### config.mk
export PLATFORM = sky130hd
export DESIGN_NAME = board_top
export DESIGN_NICKNAME = d
export VERILOG_FILES = /design/src/board_pkg.sv /design/src/board_ctrl_regs.sv /design/src/board_top.sv /design/src/heartbeat_blinker.sv /design/src/key_debounce.sv /design/src/reset_pulse_gen.sv
export SDC_FILE = /design/constraint.sdc
export NUM_CORES = 1
export LEC_CHECK = 0
export BUFFER_PORTS_ARGS = -buffer_cell sky130_fd_sc_hd__clkbuf_2
export CORE_MARGIN = 1.5
export CORE_UTILIZATION = 43
export DETAILED_ROUTE_END_ITERATION = 6
export PLACE_DENSITY = 0.71
export SLEW_MARGIN = 20
export SYNTH_ARGS = -nofsm -noshare
export SYNTH_HDL_FRONTEND = slang
export SYNTH_SLANG_ARGS = --single-unit
export TNS_END_PERCENT = 100
### constraint.sdc
create_clock -name fpga_clk_50 -period 1.9 [get_ports fpga_clk_50]
set_input_delay 0.285 -clock fpga_clk_50 [delete_from_list [all_inputs] [get_ports fpga_clk_50]]
set_output_delay 0.285 -clock fpga_clk_50 [all_outputs]
set_load 0.1 [all_outputs]
### src/board_pkg.sv
/*
 * Board control package
 * Host register map, host port structs and the shared enums
 */
package board_pkg;

        localparam int ADDR_W       = 2;
        localparam int DATA_W       = 32;

        localparam int NUM_KEYS     = 2;  // Push buttons
        localparam int NUM_SW       = 4;  // DIP switches
        localparam int NUM_USER_LED = 7;  // LED[7:1], LED[0] is the heartbeat

        // Host visible registers
        typedef enum logic [1:0] {
                REG_STATUS    = 2'd0,
                REG_LED       = 2'd1,
                REG_RESET_REQ = 2'd2
        } reg_addr_e;

        // Bit positions inside REG_RESET_REQ
        typedef enum logic [1:0] {
                RST_COLD  = 2'd0,
                RST_WARM  = 2'd1,
                RST_DEBUG = 2'd2
        } reset_kind_e;

        typedef enum logic [1:0] {
                PULSE_IDLE,
                PULSE_ACTIVE,
                PULSE_WAIT_LOW  // Pulse done, request still high
        } pulse_state_e;

        typedef struct packed {
                logic [ADDR_W-1:0] addr;
                logic [DATA_W-1:0] wdata;
                logic              read;   // One cycle strobe
                logic              write;  // One cycle strobe
        } host_req_t;

        typedef struct packed {
                logic [DATA_W-1:0] rdata;
                logic              rvalid;
        } host_rsp_t;

endpackage

### src/board_ctrl_regs.sv
/*
 * Host register block
 * Button and switch status, user LEDs and the reset request levels
 */
`timescale 1ns/1ps

module board_ctrl_regs (
        input  logic                                fpga_clk_50,
        input  logic                                rst_i,
        input  board_pkg::host_req_t                host_req_i,
        input  logic [board_pkg::NUM_KEYS-1:0]      button_i,
        input  logic [board_pkg::NUM_SW-1:0]        sw_i,
        output board_pkg::host_rsp_t                host_rsp_o,
        output logic [board_pkg::NUM_USER_LED-1:0]  led_o,
        output logic [2:0]                          reset_req_o  // By reset_kind_e
);

        logic [board_pkg::NUM_USER_LED-1:0] led_q;
        logic [2:0]                         req_q;
        logic [board_pkg::DATA_W-1:0]       rd_data;
        logic [board_pkg::DATA_W-1:0]       rdata_q;
        logic                               rvalid_q;

        // Register writes
        always_ff @(posedge fpga_clk_50) begin
                if (rst_i) begin
                        led_q <= '0;
                        req_q <= '0;
                end else if (host_req_i.write) begin
                        case (host_req_i.addr)
                        board_pkg::REG_LED:
                                led_q <= host_req_i.wdata[board_pkg::NUM_USER_LED-1:0];
                        board_pkg::REG_RESET_REQ:
                                req_q <= host_req_i.wdata[2:0];
                        default: ;  // STATUS is read only
                        endcase
                end
        end

        // Read mux, unmapped addresses read zero
        always_comb begin
                rd_data = '0;
                case (host_req_i.addr)
                board_pkg::REG_STATUS: begin
                        rd_data[board_pkg::NUM_KEYS-1:0]               = button_i;
                        rd_data[board_pkg::NUM_KEYS +: board_pkg::NUM_SW] = sw_i;
                end
                board_pkg::REG_LED:
                        rd_data[board_pkg::NUM_USER_LED-1:0] = led_q;
                board_pkg::REG_RESET_REQ:
                        rd_data[2:0] = req_q;
                default: rd_data = '0;
                endcase
        end

        always_ff @(posedge fpga_clk_50) begin
                if (rst_i)
                        rvalid_q <= 1'b0;
                else
                        rvalid_q <= host_req_i.read;
        end

        // Read data only loads on a strobe
        always_ff @(posedge fpga_clk_50) begin
                if (host_req_i.read)
                        rdata_q <= rd_data;
        end

        assign host_rsp_o.rdata  = rdata_q;
        assign host_rsp_o.rvalid = rvalid_q;
        assign led_o             = led_q;
        assign reset_req_o       = req_q;

endmodule

### src/board_top.sv
/*
 * Board fabric top level
 * Debouncer, host registers, reset pulsers and heartbeat on the 50 MHz clock
 */
`timescale 1ns/1ps

module board_top #(
        parameter int DEBOUNCE_TIMEOUT = 50000,     // 1 ms at 50 MHz
        parameter int BLINK_COUNT_MAX  = 24999999,
        parameter int COLD_PULSE_EXT   = 6,
        parameter int WARM_PULSE_EXT   = 2,
        parameter int DEBUG_PULSE_EXT  = 32
) (
        input  logic                                fpga_clk_50,
        input  logic                                rst_i,
        input  logic [board_pkg::NUM_KEYS-1:0]      key_i,        // Active low
        input  logic [board_pkg::NUM_SW-1:0]        sw_i,
        input  board_pkg::host_req_t                host_req_i,
        output board_pkg::host_rsp_t                host_rsp_o,
        output logic [board_pkg::NUM_USER_LED-1:0]  led_o,
        output logic                                heartbeat_o,
        output logic                                cold_reset_o,
        output logic                                warm_reset_o,
        output logic                                debug_reset_o
);

        logic [board_pkg::NUM_KEYS-1:0] buttons;
        logic [2:0]                     reset_req;

        key_debounce #(
                .WIDTH   (board_pkg::NUM_KEYS),
                .TIMEOUT (DEBOUNCE_TIMEOUT)
        ) u_debounce (
                .fpga_clk_50 (fpga_clk_50),
                .rst_i       (rst_i),
                .key_i       (key_i),
                .button_o    (buttons)
        );

        board_ctrl_regs u_regs (
                .fpga_clk_50 (fpga_clk_50),
                .rst_i       (rst_i),
                .host_req_i  (host_req_i),
                .button_i    (buttons),
                .sw_i        (sw_i),
                .host_rsp_o  (host_rsp_o),
                .led_o       (led_o),
                .reset_req_o (reset_req)
        );

        reset_pulse_gen #(.PULSE_EXT(COLD_PULSE_EXT)) u_cold (
                .fpga_clk_50 (fpga_clk_50),
                .rst_i       (rst_i),
                .req_i       (reset_req[board_pkg::RST_COLD]),
                .pulse_o     (cold_reset_o)
        );

        reset_pulse_gen #(.PULSE_EXT(WARM_PULSE_EXT)) u_warm (
                .fpga_clk_50 (fpga_clk_50),
                .rst_i       (rst_i),
                .req_i       (reset_req[board_pkg::RST_WARM]),
                .pulse_o     (warm_reset_o)
        );

        reset_pulse_gen #(.PULSE_EXT(DEBUG_PULSE_EXT)) u_debug (
                .fpga_clk_50 (fpga_clk_50),
                .rst_i       (rst_i),
                .req_i       (reset_req[board_pkg::RST_DEBUG]),
                .pulse_o     (debug_reset_o)
        );

        heartbeat_blinker #(.COUNT_MAX(BLINK_COUNT_MAX)) u_blink (
                .fpga_clk_50 (fpga_clk_50),
                .rst_i       (rst_i),
                .heartbeat_o (heartbeat_o)
        );

endmodule

### src/heartbeat_blinker.sv
/*
 * Heartbeat blinker
 * Toggles the LED every COUNT_MAX+1 fabric clock cycles
 */
`timescale 1ns/1ps

module heartbeat_blinker #(
        parameter int COUNT_MAX = 24999999  // Half period of 0.5 s at 50 MHz
) (
        input  logic fpga_clk_50,
        input  logic rst_i,
        output logic heartbeat_o
);

        localparam int CNT_W = $clog2(COUNT_MAX + 1);

        logic [CNT_W-1:0] cnt_q;

        always_ff @(posedge fpga_clk_50) begin
                if (rst_i) begin
                        cnt_q       <= '0;
                        heartbeat_o <= 1'b0;
                end else if (cnt_q == CNT_W'(COUNT_MAX)) begin
                        cnt_q       <= '0;
                        heartbeat_o <= ~heartbeat_o;  // Toggle on wrap
                end else begin
                        cnt_q <= cnt_q + 1'b1;
                end
        end

endmodule

### src/key_debounce.sv
/*
 * Key debouncer
 * Syncs the active-low push buttons and turns them into clean
 * active-high levels once they hold steady for TIMEOUT cycles
 */
`timescale 1ns/1ps

module key_debounce #(
        parameter int WIDTH   = 2,
        parameter int TIMEOUT = 50000
) (
        input  logic             fpga_clk_50,
        input  logic             rst_i,
        input  logic [WIDTH-1:0] key_i,      // Active low, asynchronous
        output logic [WIDTH-1:0] button_o    // Active high
);

        localparam int CNT_W = $clog2(TIMEOUT + 1);

        logic [WIDTH-1:0] key_meta_q;
        logic [WIDTH-1:0] key_sync_q;

        // Released keys read high
        always_ff @(posedge fpga_clk_50) begin
                if (rst_i) begin
                        key_meta_q <= '1;
                        key_sync_q <= '1;
                end else begin
                        key_meta_q <= key_i;
                        key_sync_q <= key_meta_q;
                end
        end

        for (genvar i = 0; i < WIDTH; i++) begin : g_key
                logic [CNT_W-1:0] cnt_q;
                logic             btn_q;

                always_ff @(posedge fpga_clk_50) begin
                        if (rst_i) begin
                                cnt_q <= '0;
                                btn_q <= 1'b0;
                        end else if (key_sync_q[i] != btn_q) begin
                                cnt_q <= '0;  // Key agrees with output
                        end else if (cnt_q == CNT_W'(TIMEOUT - 1)) begin
                                cnt_q <= '0;
                                btn_q <= ~key_sync_q[i];
                        end else begin
                                cnt_q <= cnt_q + 1'b1;
                        end
                end

                assign button_o[i] = btn_q;
        end

endmodule

### src/reset_pulse_gen.sv
/*
 * Reset request pulser
 * Turns a rising request level into a pulse of PULSE_EXT cycles,
 * a running pulse is never restarted
 */
`timescale 1ns/1ps

module reset_pulse_gen #(
        parameter int PULSE_EXT = 6
) (
        input  logic fpga_clk_50,
        input  logic rst_i,
        input  logic req_i,
        output logic pulse_o
);

        localparam int                CNT_W    = $clog2(PULSE_EXT + 1);
        localparam logic [CNT_W-1:0] CNT_LOAD = CNT_W'(PULSE_EXT - 1);

        board_pkg::pulse_state_e state_q;
        logic [CNT_W-1:0]        cnt_q;

        // IDLE is only reached with the request low,
        // so a high request seen here is a fresh rising edge
        always_ff @(posedge fpga_clk_50) begin
                if (rst_i) begin
                        state_q <= board_pkg::PULSE_IDLE;
                        cnt_q   <= '0;
                end else begin
                        case (state_q)
                        board_pkg::PULSE_IDLE: begin
                                if (req_i) begin
                                        state_q <= board_pkg::PULSE_ACTIVE;
                                        cnt_q   <= CNT_LOAD;
                                end
                        end
                        board_pkg::PULSE_ACTIVE: begin
                                if (cnt_q == '0) begin
                                        state_q <= board_pkg::PULSE_WAIT_LOW;
                                end else begin
                                        cnt_q <= cnt_q - 1'b1;
                                end
                        end
                        board_pkg::PULSE_WAIT_LOW: begin
                                if (!req_i)
                                        state_q <= board_pkg::PULSE_IDLE;  // Rearm
                        end
                        default: state_q <= board_pkg::PULSE_IDLE;
                        endcase
                end
        end

        assign pulse_o = (state_q == board_pkg::PULSE_ACTIVE);

endmodule
==> impl_metrics.csv <==
group,metric,value,unit
clocking,htree_levels,3,
timing,fin_skew,0.0114,ns
power_and_ir_drop,p_sw_frac,0.301,
clocking,cts_tree,"yes",
yosys,syn_inst,516,
routing,drtIter0Drc,157,
power_and_ir_drop,power_leakage,1.89,nW
grt,grt_first_pass_wirelength,15.2,mm
clocking,cts_buffers,9,
routing,antenna_left,0,
worst_setup_path,critPathCaptureType,"flop",
worst_setup_path,max_stage_delay,0.61,ns
yosys,synth_top_family_by_area,"simple AND/OR/NAND/NOR gates",
yosys,ys_ff_latch,99,
floorplanning,die-width,106,um
yosys,async_flop_share,0,
placement,port_buffers,37,
cells_and_area,most-common-layout-cells,"dfxtp_1, nor2_1, clkbuf_2, nand2_1, xnor2_1",
timing,worst_pin_slew,0.553,ns
worst_hold_path,hp-class,"input pin to flop",
yosys,yosys.area_share.simple,0.270,
worst_setup_path,crit_type,"flop to flop",
clocking,clkLatencyLatePin,0.36,ns
yosys,ys_seq_area_frac,0.447,
floorplanning,coreArea,10400,um^2
floorplanning,dieArea,11300,um^2
yosys,synthTopCellsByArea,"dfxtp_1, xnor2_1, nor2_1",
cells_and_area,diodes,0,
placement,place_inst,698,
clocking,root_buffer,"clkbuf_8",
placement,dp_hpwl,6.38,mm
timing,fin_hold_ws,0.110,ns
floorplanning,io_pins,88,
power_and_ir_drop,power_density,783,nW/um^2
cells_and_area,drive_above_1_share,0.205,
floorplanning,initial_core_util,0.443,
yosys,syn_area_per_cell,8.91,um^2
yosys,synthAdderAreaFrac,0.0218,
yosys,synth-compound-area-share,0.0877,
timing,period_needed,1.85,ns
placement,place_congestion,0.829,
worst_setup_path,cpMostUsedCell,"or4_4",
worst_setup_path,required,2.19,ns
routing,vias_per_cell,5.16,
yosys,synth_xor_xnor_area_share,0.0743,
status,status,"finished clean",
floorplanning,die_y,106,um
worst_setup_path,crit_chain,"nand4_2, or4_4, or4_4, a21oi_2",
cells_and_area,fin_nets,627,
grt,grt_pass1_vias,3516,
flow_run,drv_cap,0,
power_and_ir_drop,combPwrFrac,0.141,
routing,num_vias,3698,
routing,remaining_drc_errors,0,
grt,grt.total_usage,0.162,
clocking,clk_pin_slew,0.09,ns
yosys,synthMuxAreaShare,0.0242,
timing,max_freq,540,MHz
routing,wl_per_cell,12.5,um
clocking,postCtsHoldBufs,0,
routing,wirelength,8.92,mm
power_and_ir_drop,clockPowerShare,0.328,
power_and_ir_drop,p_int,2.88,mW
grt,antenna_found_initial,0,
cells_and_area,areaGrowthSynthToFinish,14.4,%
yosys,yosysTopAreaCellShare,0.401,
yosys,netlist_area,4600,um^2
yosys,ys_types,54,
power_and_ir_drop,p_switching,1.24,mW
yosys,yosys.area.top_type,"dfxtp_1",
worst_setup_path,critPathArrivalTime,2.14,ns
timing,fin_crit_sh,0.974,
power_and_ir_drop,pwr-share-seq,0.531,
grt,gr-total-overflow,0,
clocking,cts.sinks,99,
power_and_ir_drop,vdd_drop_max,0.391,mV
timing,rsz0062_at_grt,"false",
grt,grt_max_degree,22,
timing,slew_violations,0,
worst_setup_path,cp_slowest_cell,"or4_4",
routing,drt_first_pass_iters,4,
yosys,ys_warn_count,0,
floorplanning,rows,37,
cells_and_area,final_common_cell,"dfxtp_1",
timing,slew-limit-headroom,0.633,
worst_setup_path,reg2regPathDepth,4,
worst_setup_path,cp-start-kind,"flop",
timing,hold_viol,0,
clocking,cts_buffer_depth,2,
worst_hold_path,min_path_cells,2,
worst_setup_path,cp_max_fo,8,
timing,finalSetupViolCount,0,
cells_and_area,final_cell_count_no_fill,716,
yosys,synth_edf_count,7,
yosys,synthFlopType,"dfxtp_1",
Yosys cell counts, drive strengths merged (2+ instances only):
| library cell | n |
|---|---|
| nand3b | 2 |
| and4 | 3 |
| nor2b | 8 |
| a211oi | 5 |
| and4b | 2 |
| nor4b | 2 |
| nor4bb | 3 |
| a21oi | 27 |
| and3 | 7 |
| nand4 | 14 |
| a311oi | 2 |
| o21bai | 4 |
| nand2b | 2 |
| or4bb | 2 |
| ha | 8 |
| or4 | 12 |
| xor2 | 8 |
| or3 | 11 |
| nor2 | 68 |
| nand2 | 33 |
| o21ai | 13 |
| o31ai | 7 |
| a221oi | 2 |
| xnor2 | 31 |
| nor4 | 5 |
| and2 | 3 |
| mux2i | 10 |
| edfxtp | 7 |
| nand3 | 27 |
| dfxtp | 92 |
| or2 | 6 |
| inv | 18 |
| buf | 31 |
| clkbuf | 11 |
| nor3 | 20 |
flip-flops by register name, indices dropped and copies added, names as in the netlist:
register,flops
u_blink.cnt_q,25
u_blink.heartbeat_o,1
u_cold.cnt_q,3
u_cold.state_q,2
u_debounce.g_key.btn_q,2
u_debounce.g_key.cnt_q,32
u_debounce.key_meta_q,2
u_debounce.key_sync_q,2
u_debug.cnt_q,6
u_debug.state_q,2
u_regs.led_o,7
u_regs.rdata_q,7
u_regs.reset_req_o,3
u_regs.rvalid_q,1
u_warm.cnt_q,2
u_warm.state_q,2
power by group through the flow:
stage / sequential [mW] / clock, mW / combinational [mW]
2_1_floorplan: 2.32 / 0 / 0.444
3_3_place_gp: 2.23 / 0 / 0.564
3_5_place_dp: 2.23 / 0 / 0.576
4_1_cts: 2.18 / 1.39 / 0.577
5_1_grt: 2.19 / 1.49 / 0.610
6_report: 2.19 / 1.35 / 0.579
worst paths after layout:
check | slack (ns) | endpoint | from
max | 0.05 | u_blink.cnt_q[23] | u_blink.cnt_q[0]
min | 0.11 | u_debounce.key_meta_q[0] | key_i[0]
max reg2reg | 0.05 | u_blink.cnt_q[23] | u_blink.cnt_q[0]
min reg2reg | 0.42 | u_debounce.key_sync_q[1] | u_debounce.key_meta_q[1]
layout make-up:
cell class / count / area (um^2)
fill: 976 / 5110
multi-input combinational: 381 / 2340
sequential: 99 / 2060
timing repair buffer: 66 / 408
tap: 136 / 170
clock buffer: 9 / 124
clock inverter: 7 / 77.6
inverter: 18 / 67.6
layer usage:
metal / share of wire / track usage / vias up
li1: - / - / 1875
met1: 0.46 / 0.200 / 1728
met2: 0.49 / 0.282 / 83
met3: 0.040 / 0.0307 / 12
met4: 0.015 / 0.0569 / 0
met5: 0 / 0 / -
per-stage QoR:
step                power (mW)   util  instance area [um^2]  worst slack, ns  setup TNS, ns
global placement          2.79  0.480                  4970           0.0333              0
CTS                       4.15  0.500                  5190        -0.000614      -0.000614
detailed placement        2.81  0.480                  4970         -0.00273       -0.00273
floorplan                 2.76      -                  4700          0.00591              0
global route              4.29  0.507                  5260          0.00211              0
finish                    4.11  0.507                  5260           0.0497              0
critical path, delay by kind of cell (launching register included):
family,cells,cell delay [ns]
AO/OA/AOI/OAI,1,0.14
AND/OR/NAND/NOR,3,1.26
flip-flops,1,0.38
logic make-up after synthesis:
logic type | after synthesis
other | 1
multiplexers | 11
adder cells (fa/ha/maj) | 8
AND/OR/NAND/NOR | 233
flip-flops | 99
buffers and inverters | 60
XOR/XNOR | 39
AO/OA/AOI/OAI | 65
repair_timing:
action	CTS	global route
buffers inserted	0	2
pin swaps	0	2
hold endpoints to repair	0	0
cloned	0	0
gates resized for setup	5	17
setup endpoints to repair	8	43
(Power assumes the default switching activity.)
